$ cat src/hw/pipe_sel.sv
package pipe_sel;

    // where each EX operand comes from
    typedef enum logic [1:0] {
        // value read in ID, no hazard
        id_ex  = 2'b00,
        // alu result one stage ahead
        ex_mem = 2'b01,
        // writeback value two stages ahead
        mem_wb = 2'b10
    } forward_sel_t;

    // alu operand b source
    typedef enum logic {
        rs2_data = 1'b0,
        imm_data = 1'b1
    } alumux2_sel_t;

endpackage

$ cat src/hw/rv32i_types.sv
package rv32i_types;

    // data and address word
    typedef logic [31:0] rv32i_word;

    // major opcodes, supported subset only
    typedef enum logic [6:0] {
        op_load  = 7'b0000011,
        op_imm   = 7'b0010011,
        op_store = 7'b0100011,
        op_reg   = 7'b0110011,
        op_lui   = 7'b0110111
    } opcode_t;

    // low three bits mirror funct3
    // bit 3 selects the alternate form (sub, sra)
    typedef enum logic [3:0] {
        alu_add    = 4'b0000,
        alu_sll    = 4'b0001,
        alu_slt    = 4'b0010,
        alu_sltu   = 4'b0011,
        alu_xor    = 4'b0100,
        alu_srl    = 4'b0101,
        alu_or     = 4'b0110,
        alu_and    = 4'b0111,
        alu_sub    = 4'b1000,
        alu_sra    = 4'b1101,
        // lui just passes the u-immediate
        alu_pass_b = 4'b1111
    } alu_ops_t;

    // travels whole from ID down to WB
    // all zero means no side effects at all
    typedef struct packed {
        alu_ops_t               aluop;
        pipe_sel::alumux2_sel_t alumux2_sel;
        logic                   mem_read;
        logic                   mem_write;
        logic                   load_regfile;
        // 0 picks alu result, 1 picks load data
        logic                   regfilemux_sel;
    } rv32i_control_word;

    // addi x0, x0, 0
    localparam rv32i_word nop_instr = 32'h0000_0013;

endpackage

$ cat src/hw/regfile.sv
`timescale 1ns/1ps

module regfile (
    input  logic                   clk_i,
    input  logic                   arst_n_i,
    input  logic                   we_i,
    input  logic [4:0]             rd_i,
    input  rv32i_types::rv32i_word wdata_i,
    input  logic [4:0]             rs1_i,
    input  logic [4:0]             rs2_i,
    output rv32i_types::rv32i_word rs1_data_o,
    output rv32i_types::rv32i_word rs2_data_o
);

    rv32i_types::rv32i_word regs [0:31];
    logic                   wr_en;

    // x0 never gets written, so it stays zero after reset
    assign wr_en = we_i & (rd_i != 5'd0);

    always_ff @(posedge clk_i or negedge arst_n_i) begin
        if (!arst_n_i) begin
            for (int i = 0; i < 32; i++) begin
                regs[i] <= '0;
            end
        end else if (wr_en) begin
            regs[rd_i] <= wdata_i;
        end
    end

    // bypass the write of this cycle straight to the readers
    // covers the wb -> id distance of three
    assign rs1_data_o = (wr_en && (rd_i == rs1_i)) ? wdata_i : regs[rs1_i];
    assign rs2_data_o = (wr_en && (rd_i == rs2_i)) ? wdata_i : regs[rs2_i];

endmodule

$ cat src/hw/decode_stage.sv
`timescale 1ns/1ps

module decode_stage (
    input  logic                           clk_i,
    input  logic                           arst_n_i,
    input  rv32i_types::rv32i_word         instr_i,
    input  logic                           bubble_i,
    input  logic                           wb_we_i,
    input  logic [4:0]                     wb_rd_i,
    input  rv32i_types::rv32i_word         wb_data_i,
    output rv32i_types::rv32i_control_word ctrl_o,
    output rv32i_types::rv32i_word         rs1_data_o,
    output rv32i_types::rv32i_word         rs2_data_o,
    output rv32i_types::rv32i_word         imm_o,
    output logic [4:0]                     rs1_o,
    output logic [4:0]                     rs2_o,
    output logic [4:0]                     rd_o
);

    rv32i_types::opcode_t           opcode;
    logic [2:0]                     funct3;
    logic [6:0]                     funct7;
    logic                           alt_op;
    rv32i_types::rv32i_control_word ctrl;

    assign opcode = rv32i_types::opcode_t'(instr_i[6:0]);
    assign funct3 = instr_i[14:12];
    assign funct7 = instr_i[31:25];

    // sub exists only in register form, sra/srai in both
    assign alt_op = funct7[5]
                  & ((funct3 == 3'b101)
                  | ((opcode == rv32i_types::op_reg) & (funct3 == 3'b000)));

    always_comb begin
        ctrl  = '0;
        imm_o = '0;
        rs1_o = '0;
        rs2_o = '0;
        rd_o  = '0;
        // indices stay zero when the format has no such field
        // keeps hazard and forwarding from matching junk bits
        case (opcode)
            rv32i_types::op_reg: begin
                ctrl.aluop        = rv32i_types::alu_ops_t'({alt_op, funct3});
                ctrl.load_regfile = 1'b1;
                rs1_o             = instr_i[19:15];
                rs2_o             = instr_i[24:20];
                rd_o              = instr_i[11:7];
            end
            rv32i_types::op_imm: begin
                ctrl.aluop        = rv32i_types::alu_ops_t'({alt_op, funct3});
                ctrl.alumux2_sel  = pipe_sel::imm_data;
                ctrl.load_regfile = 1'b1;
                imm_o             = {{20{instr_i[31]}}, instr_i[31:20]};
                rs1_o             = instr_i[19:15];
                rd_o              = instr_i[11:7];
            end
            rv32i_types::op_lui: begin
                ctrl.aluop        = rv32i_types::alu_pass_b;
                ctrl.alumux2_sel  = pipe_sel::imm_data;
                ctrl.load_regfile = 1'b1;
                imm_o             = {instr_i[31:12], 12'h000};
                rd_o              = instr_i[11:7];
            end
            rv32i_types::op_load: begin
                // address is rs1 + i-imm
                ctrl.aluop          = rv32i_types::alu_add;
                ctrl.alumux2_sel    = pipe_sel::imm_data;
                ctrl.mem_read       = 1'b1;
                ctrl.load_regfile   = 1'b1;
                ctrl.regfilemux_sel = 1'b1;
                imm_o               = {{20{instr_i[31]}}, instr_i[31:20]};
                rs1_o               = instr_i[19:15];
                rd_o                = instr_i[11:7];
            end
            rv32i_types::op_store: begin
                // address is rs1 + s-imm, data is rs2
                ctrl.aluop       = rv32i_types::alu_add;
                ctrl.alumux2_sel = pipe_sel::imm_data;
                ctrl.mem_write   = 1'b1;
                imm_o            = {{20{instr_i[31]}}, instr_i[31:25], instr_i[11:7]};
                rs1_o            = instr_i[19:15];
                rs2_o            = instr_i[24:20];
            end
            // anything unsupported decodes as a nop
            default: ;
        endcase
    end

    // bubble kills every side effect of the slot
    assign ctrl_o = bubble_i ? '0 : ctrl;

    regfile i_regfile (
        .clk_i      (clk_i),
        .arst_n_i   (arst_n_i),
        .we_i       (wb_we_i),
        .rd_i       (wb_rd_i),
        .wdata_i    (wb_data_i),
        .rs1_i      (instr_i[19:15]),
        .rs2_i      (instr_i[24:20]),
        .rs1_data_o (rs1_data_o),
        .rs2_data_o (rs2_data_o)
    );

endmodule

$ cat src/hw/forwarding_unit.sv
`timescale 1ns/1ps

module forwarding_unit (
    input  logic [4:0]             ex_rs1_i,
    input  logic [4:0]             ex_rs2_i,
    input  logic [4:0]             mem_rd_i,
    input  logic                   mem_load_regfile_i,
    input  logic [4:0]             wb_rd_i,
    input  logic                   wb_load_regfile_i,
    output pipe_sel::forward_sel_t forward_a_o,
    output pipe_sel::forward_sel_t forward_b_o
);

    // one operand, same rule for a and b
    function automatic pipe_sel::forward_sel_t pick_source(
        input logic [4:0] rs,
        input logic [4:0] mem_rd,
        input logic       mem_we,
        input logic [4:0] wb_rd,
        input logic       wb_we
    );
        pipe_sel::forward_sel_t sel;
        sel = pipe_sel::id_ex;
        if (wb_we && (wb_rd != 5'd0) && (wb_rd == rs)) begin
            sel = pipe_sel::mem_wb;
        end
        // younger result wins
        // loads never sit here with a consumer in EX, the stall spaced them
        if (mem_we && (mem_rd != 5'd0) && (mem_rd == rs)) begin
            sel = pipe_sel::ex_mem;
        end
        return sel;
    endfunction

    always_comb begin
        forward_a_o = pick_source(ex_rs1_i, mem_rd_i, mem_load_regfile_i,
                                  wb_rd_i, wb_load_regfile_i);
        forward_b_o = pick_source(ex_rs2_i, mem_rd_i, mem_load_regfile_i,
                                  wb_rd_i, wb_load_regfile_i);
    end

endmodule

$ cat src/hw/hazard_detector.sv
`timescale 1ns/1ps

module hazard_detector (
    input  logic [4:0]                     id_rs1_i,
    input  logic [4:0]                     id_rs2_i,
    input  rv32i_types::rv32i_control_word ex_ctrl_i,
    input  logic [4:0]                     ex_rd_i,
    output logic                           stall_o
);

    logic ex_is_load;
    logic rs1_hit;
    logic rs2_hit;

    // load in EX, data only shows up in MEM
    assign ex_is_load = ex_ctrl_i.mem_read & (ex_rd_i != 5'd0);

    // unused ID indices come in as zero and never hit
    assign rs1_hit = (id_rs1_i == ex_rd_i);
    assign rs2_hit = (id_rs2_i == ex_rd_i);

    // one cycle is enough, MEM/WB forwarding covers the rest
    assign stall_o = ex_is_load & (rs1_hit | rs2_hit);

endmodule

$ cat src/hw/execute_stage.sv
`timescale 1ns/1ps

module execute_stage (
    input  rv32i_types::rv32i_control_word ctrl_i,
    input  rv32i_types::rv32i_word         rs1_data_i,
    input  rv32i_types::rv32i_word         rs2_data_i,
    input  rv32i_types::rv32i_word         imm_i,
    input  pipe_sel::forward_sel_t         forward_a_i,
    input  pipe_sel::forward_sel_t         forward_b_i,
    input  rv32i_types::rv32i_word         mem_alu_out_i,
    input  rv32i_types::rv32i_word         wb_data_i,
    output rv32i_types::rv32i_word         alu_out_o,
    output rv32i_types::rv32i_word         store_data_o
);

    rv32i_types::rv32i_word op_a;
    rv32i_types::rv32i_word rs2_fwd;
    rv32i_types::rv32i_word op_b;

    // forwarding mux, shared by both operands
    function automatic rv32i_types::rv32i_word fwd_mux(
        input pipe_sel::forward_sel_t sel,
        input rv32i_types::rv32i_word id_ex_val,
        input rv32i_types::rv32i_word ex_mem_val,
        input rv32i_types::rv32i_word mem_wb_val
    );
        case (sel)
            pipe_sel::ex_mem: return ex_mem_val;
            pipe_sel::mem_wb: return mem_wb_val;
            default:          return id_ex_val;
        endcase
    endfunction

    assign op_a    = fwd_mux(forward_a_i, rs1_data_i, mem_alu_out_i, wb_data_i);
    assign rs2_fwd = fwd_mux(forward_b_i, rs2_data_i, mem_alu_out_i, wb_data_i);

    // immediate for i/s/u forms
    assign op_b = (ctrl_i.alumux2_sel == pipe_sel::imm_data) ? imm_i : rs2_fwd;

    // stores take the forwarded rs2, never the immediate
    assign store_data_o = rs2_fwd;

    always_comb begin
        case (ctrl_i.aluop)
            rv32i_types::alu_add:    alu_out_o = op_a + op_b;
            rv32i_types::alu_sub:    alu_out_o = op_a - op_b;
            // shift amount is the low five bits only
            rv32i_types::alu_sll:    alu_out_o = op_a << op_b[4:0];
            rv32i_types::alu_slt:    alu_out_o = {31'd0, $signed(op_a) < $signed(op_b)};
            rv32i_types::alu_sltu:   alu_out_o = {31'd0, op_a < op_b};
            rv32i_types::alu_xor:    alu_out_o = op_a ^ op_b;
            rv32i_types::alu_srl:    alu_out_o = op_a >> op_b[4:0];
            rv32i_types::alu_sra:    alu_out_o = $signed(op_a) >>> op_b[4:0];
            rv32i_types::alu_or:     alu_out_o = op_a | op_b;
            rv32i_types::alu_and:    alu_out_o = op_a & op_b;
            rv32i_types::alu_pass_b: alu_out_o = op_b;
            default:                 alu_out_o = op_a + op_b;
        endcase
    end

endmodule

$ cat src/hw/datapath.sv
`timescale 1ns/1ps

module datapath (
    input  logic                   clk_i,
    input  logic                   arst_n_i,
    input  rv32i_types::rv32i_word instr_mem_rdata_i,
    input  rv32i_types::rv32i_word data_mem_rdata_i,
    output rv32i_types::rv32i_word instr_mem_address_o,
    output rv32i_types::rv32i_word data_mem_address_o,
    output rv32i_types::rv32i_word data_mem_wdata_o,
    output logic                   data_read_o,
    output logic                   data_write_o
);

    // fetch
    rv32i_types::rv32i_word         pc;
    // IF/ID
    rv32i_types::rv32i_word         if_id_instr;
    // decode outputs
    rv32i_types::rv32i_control_word id_ctrl;
    rv32i_types::rv32i_word         id_rs1_data;
    rv32i_types::rv32i_word         id_rs2_data;
    rv32i_types::rv32i_word         id_imm;
    logic [4:0]                     id_rs1;
    logic [4:0]                     id_rs2;
    logic [4:0]                     id_rd;
    // ID/EX
    rv32i_types::rv32i_control_word id_ex_ctrl;
    rv32i_types::rv32i_word         id_ex_rs1_data;
    rv32i_types::rv32i_word         id_ex_rs2_data;
    rv32i_types::rv32i_word         id_ex_imm;
    logic [4:0]                     id_ex_rs1;
    logic [4:0]                     id_ex_rs2;
    logic [4:0]                     id_ex_rd;
    // execute outputs
    rv32i_types::rv32i_word         ex_alu_out;
    rv32i_types::rv32i_word         ex_store_data;
    // EX/MEM
    rv32i_types::rv32i_control_word ex_mem_ctrl;
    rv32i_types::rv32i_word         ex_mem_alu_out;
    rv32i_types::rv32i_word         ex_mem_store_data;
    logic [4:0]                     ex_mem_rd;
    // MEM/WB
    rv32i_types::rv32i_control_word mem_wb_ctrl;
    rv32i_types::rv32i_word         mem_wb_alu_out;
    rv32i_types::rv32i_word         mem_wb_rdata;
    logic [4:0]                     mem_wb_rd;
    rv32i_types::rv32i_word         wb_data;
    // hazard and forwarding
    logic                           stall;
    pipe_sel::forward_sel_t         forward_a;
    pipe_sel::forward_sel_t         forward_b;

    // pc only steps by 4, holds during a load-use stall
    always_ff @(posedge clk_i or negedge arst_n_i) begin
        if (!arst_n_i) begin
            pc <= '0;
        end else if (!stall) begin
            pc <= pc + 32'd4;
        end
    end

    assign instr_mem_address_o = pc;

    // IF/ID freezes with the pc
    always_ff @(posedge clk_i or negedge arst_n_i) begin
        if (!arst_n_i) begin
            if_id_instr <= rv32i_types::nop_instr;
        end else if (!stall) begin
            if_id_instr <= instr_mem_rdata_i;
        end
    end

    decode_stage i_decode_stage (
        .clk_i      (clk_i),
        .arst_n_i   (arst_n_i),
        .instr_i    (if_id_instr),
        .bubble_i   (stall),
        .wb_we_i    (mem_wb_ctrl.load_regfile),
        .wb_rd_i    (mem_wb_rd),
        .wb_data_i  (wb_data),
        .ctrl_o     (id_ctrl),
        .rs1_data_o (id_rs1_data),
        .rs2_data_o (id_rs2_data),
        .imm_o      (id_imm),
        .rs1_o      (id_rs1),
        .rs2_o      (id_rs2),
        .rd_o       (id_rd)
    );

    hazard_detector i_hazard_detector (
        .id_rs1_i  (id_rs1),
        .id_rs2_i  (id_rs2),
        .ex_ctrl_i (id_ex_ctrl),
        .ex_rd_i   (id_ex_rd),
        .stall_o   (stall)
    );

    // ID/EX never stalls, a stall loads the bubble instead
    always_ff @(posedge clk_i or negedge arst_n_i) begin
        if (!arst_n_i) begin
            id_ex_ctrl     <= '0;
            id_ex_rs1_data <= '0;
            id_ex_rs2_data <= '0;
            id_ex_imm      <= '0;
            id_ex_rs1      <= '0;
            id_ex_rs2      <= '0;
            id_ex_rd       <= '0;
        end else begin
            id_ex_ctrl     <= id_ctrl;
            id_ex_rs1_data <= id_rs1_data;
            id_ex_rs2_data <= id_rs2_data;
            id_ex_imm      <= id_imm;
            id_ex_rs1      <= id_rs1;
            id_ex_rs2      <= id_rs2;
            id_ex_rd       <= id_rd;
        end
    end

    forwarding_unit i_forwarding_unit (
        .ex_rs1_i           (id_ex_rs1),
        .ex_rs2_i           (id_ex_rs2),
        .mem_rd_i           (ex_mem_rd),
        .mem_load_regfile_i (ex_mem_ctrl.load_regfile),
        .wb_rd_i            (mem_wb_rd),
        .wb_load_regfile_i  (mem_wb_ctrl.load_regfile),
        .forward_a_o        (forward_a),
        .forward_b_o        (forward_b)
    );

    execute_stage i_execute_stage (
        .ctrl_i        (id_ex_ctrl),
        .rs1_data_i    (id_ex_rs1_data),
        .rs2_data_i    (id_ex_rs2_data),
        .imm_i         (id_ex_imm),
        .forward_a_i   (forward_a),
        .forward_b_i   (forward_b),
        .mem_alu_out_i (ex_mem_alu_out),
        .wb_data_i     (wb_data),
        .alu_out_o     (ex_alu_out),
        .store_data_o  (ex_store_data)
    );

    always_ff @(posedge clk_i or negedge arst_n_i) begin
        if (!arst_n_i) begin
            ex_mem_ctrl       <= '0;
            ex_mem_alu_out    <= '0;
            ex_mem_store_data <= '0;
            ex_mem_rd         <= '0;
        end else begin
            ex_mem_ctrl       <= id_ex_ctrl;
            ex_mem_alu_out    <= ex_alu_out;
            ex_mem_store_data <= ex_store_data;
            ex_mem_rd         <= id_ex_rd;
        end
    end

    // magic data memory, answers in this same cycle
    assign data_mem_address_o = ex_mem_alu_out;
    assign data_mem_wdata_o   = ex_mem_store_data;
    assign data_read_o        = ex_mem_ctrl.mem_read;
    assign data_write_o       = ex_mem_ctrl.mem_write;

    always_ff @(posedge clk_i or negedge arst_n_i) begin
        if (!arst_n_i) begin
            mem_wb_ctrl    <= '0;
            mem_wb_alu_out <= '0;
            mem_wb_rdata   <= '0;
            mem_wb_rd      <= '0;
        end else begin
            mem_wb_ctrl    <= ex_mem_ctrl;
            mem_wb_alu_out <= ex_mem_alu_out;
            mem_wb_rdata   <= data_mem_rdata_i;
            mem_wb_rd      <= ex_mem_rd;
        end
    end

    // writeback mux, also the mem_wb forwarding source
    assign wb_data = mem_wb_ctrl.regfilemux_sel ? mem_wb_rdata : mem_wb_alu_out;

endmodule

$ cat config.mk
export PLATFORM = sky130hd
export DESIGN_NAME = datapath
export DESIGN_NICKNAME = d
export VERILOG_FILES = /design/src/hw/pipe_sel.sv /design/src/hw/rv32i_types.sv /design/src/hw/regfile.sv /design/src/hw/decode_stage.sv /design/src/hw/forwarding_unit.sv /design/src/hw/hazard_detector.sv /design/src/hw/execute_stage.sv /design/src/hw/datapath.sv
export SDC_FILE = /design/constraint.sdc
export NUM_CORES = 2
export LEC_CHECK = 0
export ABC_CLOCK_PERIOD_IN_PS = 16600
export BUFFER_PORTS_ARGS = -buffer_cell sky130_fd_sc_hd__buf_4
export CAP_MARGIN = 20
export CELL_PAD_IN_SITES_DETAIL_PLACEMENT = 0
export CELL_PAD_IN_SITES_GLOBAL_PLACEMENT = 2
export CORE_ASPECT_RATIO = 2
export CORE_MARGIN = 2
export CORE_UTILIZATION = 47
export DETAILED_ROUTE_END_ITERATION = 10
export PLACE_DENSITY_LB_ADDON = 0.15
export SLEW_MARGIN = 10
export SYNTH_ARGS = -nofsm -noshare
export SYNTH_HDL_FRONTEND = slang
export SYNTH_SLANG_ARGS = --single-unit
$ cat constraint.sdc
create_clock -name clk_i -period 16.6 [get_ports clk_i]
set_input_delay 1.66 -clock clk_i [delete_from_list [all_inputs] [get_ports clk_i]]
set_output_delay 1.66 -clock clk_i [all_outputs]
set_load 0.01 [all_outputs]
==> impl_metrics.csv <==
group,metric,value,unit
setup_path,critical_path.top_delay_family,"compound AO/OA/AOI/OAI gates",
floorplanning,core_area,156000,sq um
timing,min_period,8.49,ns
routing,drc,0,
routing,vias,56100,
synth,netlist_area,73700,sq um
placement,place.detailed.hpwl,193,mm
hold_path,min_path_type,"reg -> reg",
synth,yosys.area.top_type,"dfrtp_1",
timing,slew_headroom,6.32,%
setup_path,path_buf_inv,2,
synth,synth_most_common_cell,"dfrtp_1",
routing,dr.pass1.iters,8,
floorplanning,rows,205,
run_status,status,"finished, final reports clean",
power_and_ir_drop,total_power,7.06,mW
hold_path,hp-start,"id_ex_ctrl[2]$_DFF_PN0_",
setup_path,path_cells,"or4_1 > o21a_2 > and3_4 > o311ai_4 > buf_4 > nand2_4 > inv_6 > fa_1 > nand2b_1 > a221oi_1 > o2111ai_1 > o21ai_0 > o21ai_0 > a31oi_1 > a31oi_1 > o31ai_1 > o22a_1 > a21o_1 > o311ai_1",
synth,avgSynthCellArea,10.9,sq um
routing,ant_nets,0,
power_and_ir_drop,powerDensity,85.9,nW/um^2
timing,finClkSkew,0.0565,ns
power_and_ir_drop,switching_power,1.72,mW
clocking,postCtsHoldBufs,0,
clocking,clk_latency,0.81,ns
timing,finalHoldViolations,0,
power_and_ir_drop,p_leak,35.7,nW
timing,tightest_slew,1.40,ns
clocking,cts_buffers,139,
floorplanning,die_x,284,um
timing,fin_setup_tns,0,ns
setup_path,start_kind,"flip-flop",
clocking,cts_setup_buffers,0,
synth,async_flop_share,100,%
timing,rsz0062_at_grt,"false",
global_routing,antenna_found_initial,21,
routing,via_per_inst,6.41,
setup_path,crit_type,"reg -> reg",
floorplanning,die-area,160000,sq um
synth,ys_ff_latch,1348,
final_layout,area_growth,11.5,%
power_and_ir_drop,p_int,5.34,mW
clocking,clkTransAtPathRegs,0.07,ns
clocking,cts.repair.resized,0,
timing,setup_violations,0,
power_and_ir_drop,seqPwrFrac,47.5,%
setup_path,crit_path_max_fanout,64,
final_layout,layout-drive-gt1-share,21.8,%
routing,routed_wl,298,mm
final_layout,nNetsFinal,6735,
power_and_ir_drop,vdd_drop_max,0.100,mV
global_routing,grt_pass1_vias,57000,
setup_path,required,17.27,ns
floorplanning,pin_count,164,
synth,synth_area_leaders,"dfrtp_1 46%, mux4_2 20%, a21oi_1 4.8%",
synth,synth_ff_type,"dfrtp_1",
power_and_ir_drop,combPwrFrac,5.9,%
setup_path,critPathCaptureType,"flip-flop",
setup_path,worst_ep_arrival_time,9.16,ns
final_layout,fillers,13900,
synth,netlist-cell-type-count,102,
synth,yosys.area.top_type_share,45.6,%
clocking,htree_levels,4,
run,maxCapViolCount,0,
setup_path,timing.rr.start,"ex_mem_rd[1]$_DFF_PN0_",
routing,wire_per_inst,34.0,um
floorplanning,initial_utilization,47.3,%
power_and_ir_drop,switching_share,24.4,%
setup_path,slowest_stage,"a31oi_1",
synth,yosysWarnings,0,
clocking,cts.sinks,1348,
global_routing,grt_pass1_wl,429,mm
synth,synthTopCellsByCount,"1345 x dfrtp_1, 707 x nor2_1, 700 x a21oi_1, 684 x nand2_1, 651 x mux4_2",
placement,place_congestion,1.09,
global_routing,grt-ovfl-total,0,
clocking,clockBufferDepth,4,
floorplanning,die_y,564,um
clocking,cts_tree,"done",
timing,drv_slew,0,
placement,portBuffers,161,
synth,synth_edf_count,0,
global_routing,grtUsageTotal,37.8,%
routing,drt-initial-drc-count,4834,
clocking,root_buffer,"clkbuf_16",
setup_path,cp-startpoint,"ex_mem_rd[1]$_DFF_PN0_",
timing,fin_crit_sh,51.1,%
setup_path,slowest_delay,1.14,ns
synth,yosysSeqAreaShare,45.7,%
global_routing,grt_max_degree,182,
synth,synthesis.instances,6745,
timing,fmax,118,MHz
power_and_ir_drop,clkPwrFrac,46.6,%
-- final timing paths --
| check | end | slack, ns | cells past startpoint |
|---|---|---|---|
| worst max-delay path | data_mem_address_o[30]$_DFF_PN0_ | 8.11 | 19 |
| worst min-delay path | data_write_o$_DFF_PN0_ | 0.35 | 0 |
| worst max register to register | data_mem_address_o[30]$_DFF_PN0_ | 8.11 | 19 |
| worst min register to register | data_write_o$_DFF_PN0_ | 0.35 | 0 |
| max in group asynchronous | i_decode_stage.i_regfile.regs[852]$_DFFE_PN0P_ | 12.70 | 4 |
| min in group asynchronous | i_decode_stage.i_regfile.regs[952]$_DFFE_PN0P_ | 0.77 | 1 |
-- kinds of logic (layout without fill, tap and decap cells) --
| family | Yosys count | after routing | synth area share [%] |
|---|---|---|---|
| AOI/OAI and AO/OA | 1814 | 1814 | 14.2 |
| and+or+nand+nor | 1743 | 1743 | 10.0 |
| DFF | 1348 | 1348 | 45.7 |
| muxes | 878 | 878 | 23.1 |
| buffers and inverters | 776 | 697 | 4.17 |
| adders and majority gates | 100 | 100 | 1.72 |
| xor gates and xnor gates | 85 | 85 | 1.01 |
| other | 1 | 14 | 0.00508 |
-- per-stage QoR --
| step | hold slack (ns) | cell area [sq um] | setup WS [ns] | cells | util [%] |
|---|---|---|---|---|---|
| floorplan | 0.331 | 73800 | 11.12 | 6746 | - |
| global placement | 0.339 | 76900 | 8.78 | 8467 | 49.3 |
| detailed placement | 0.335 | 77000 | 8.71 | 8472 | 49.4 |
| CTS | 0.349 | 81700 | 8.68 | 8711 | 52.4 |
| global route | 0.372 | 82200 | 8.21 | 8739 | 52.7 |
| finish | 0.349 | 82200 | 8.11 | 8749 | 52.7 |
-- cells in the final DEF (no fill, tap or decap), types with 17 or more instances in the layout --
cell	n
inv_1	99
ha_1	98
o21ai_0	642
a31oi_1	28
a21o_1	40
o211ai_1	36
clkbuf_16	142
mux2i_1	128
nor3_1	37
a21oi_1	695
xnor2_1	55
and3_1	42
mux2_2	65
clkinv_2	22
o221a_2	18
nor2_1	686
nor2_4	18
clkbuf_1	22
nand2_1	669
dfrtp_1	1333
nand2b_1	18
nor2b_1	80
o22ai_1	29
o31ai_1	26
nand3_1	60
mux4_2	651
nand4_1	18
mux2i_4	28
clkbuf_8	24
buf_4	315
o221ai_1	22
a22oi_1	17
xor2_1	30
a211oi_1	106
-- state kept, by name (all words and copies together) (netlist names), 8 cells and up --
signal                         flops
i_decode_stage.i_regfile.regs   1024
data_mem_address_o                32
data_mem_wdata_o                  32
id_ex_imm                         32
id_ex_rs1_data                    32
id_ex_rs2_data                    32
if_id_instr                       32
mem_wb_alu_out                    32
mem_wb_rdata                      32
instr_mem_address_o               30
id_ex_ctrl                         8
-- power by group through the flow --
stage | combinational [mW] | clock (mW) | sequential, mW
after global placement | 0.407 | 0 | 3.42
after CTS | 0.410 | 3.35 | 3.36
after floorplan | 0.220 | 0 | 3.39
after detailed placement | 0.409 | 0 | 3.42
final | 0.413 | 3.29 | 3.36
after global routing | 0.442 | 3.46 | 3.36
-- area by class of cell --
cell class,count,area [sq um],share of cell area (%)
clock inverters,52,689,0.838
diodes,12,30.0,0.0365
repair buffers,352,3130,3.81
well taps,2070,2590,3.15
clock buffers,187,3940,4.79
multi-input cells,4622,37700,45.8
flip-flops and latches,1348,33800,41.1
inverters,106,403,0.490
-- routing by layer --
layer | global-route usage (%) | part of all wire, % | routed length [um]
met1 | 42.1 | 35 | 104000
met2 | 63.2 | 50 | 149000
met3 | 7.50 | 5.6 | 16800
met4 | 30.6 | 9.4 | 28100
met5 | 0 | 0.042 | 126
Power figures use the tool's default switching activity.
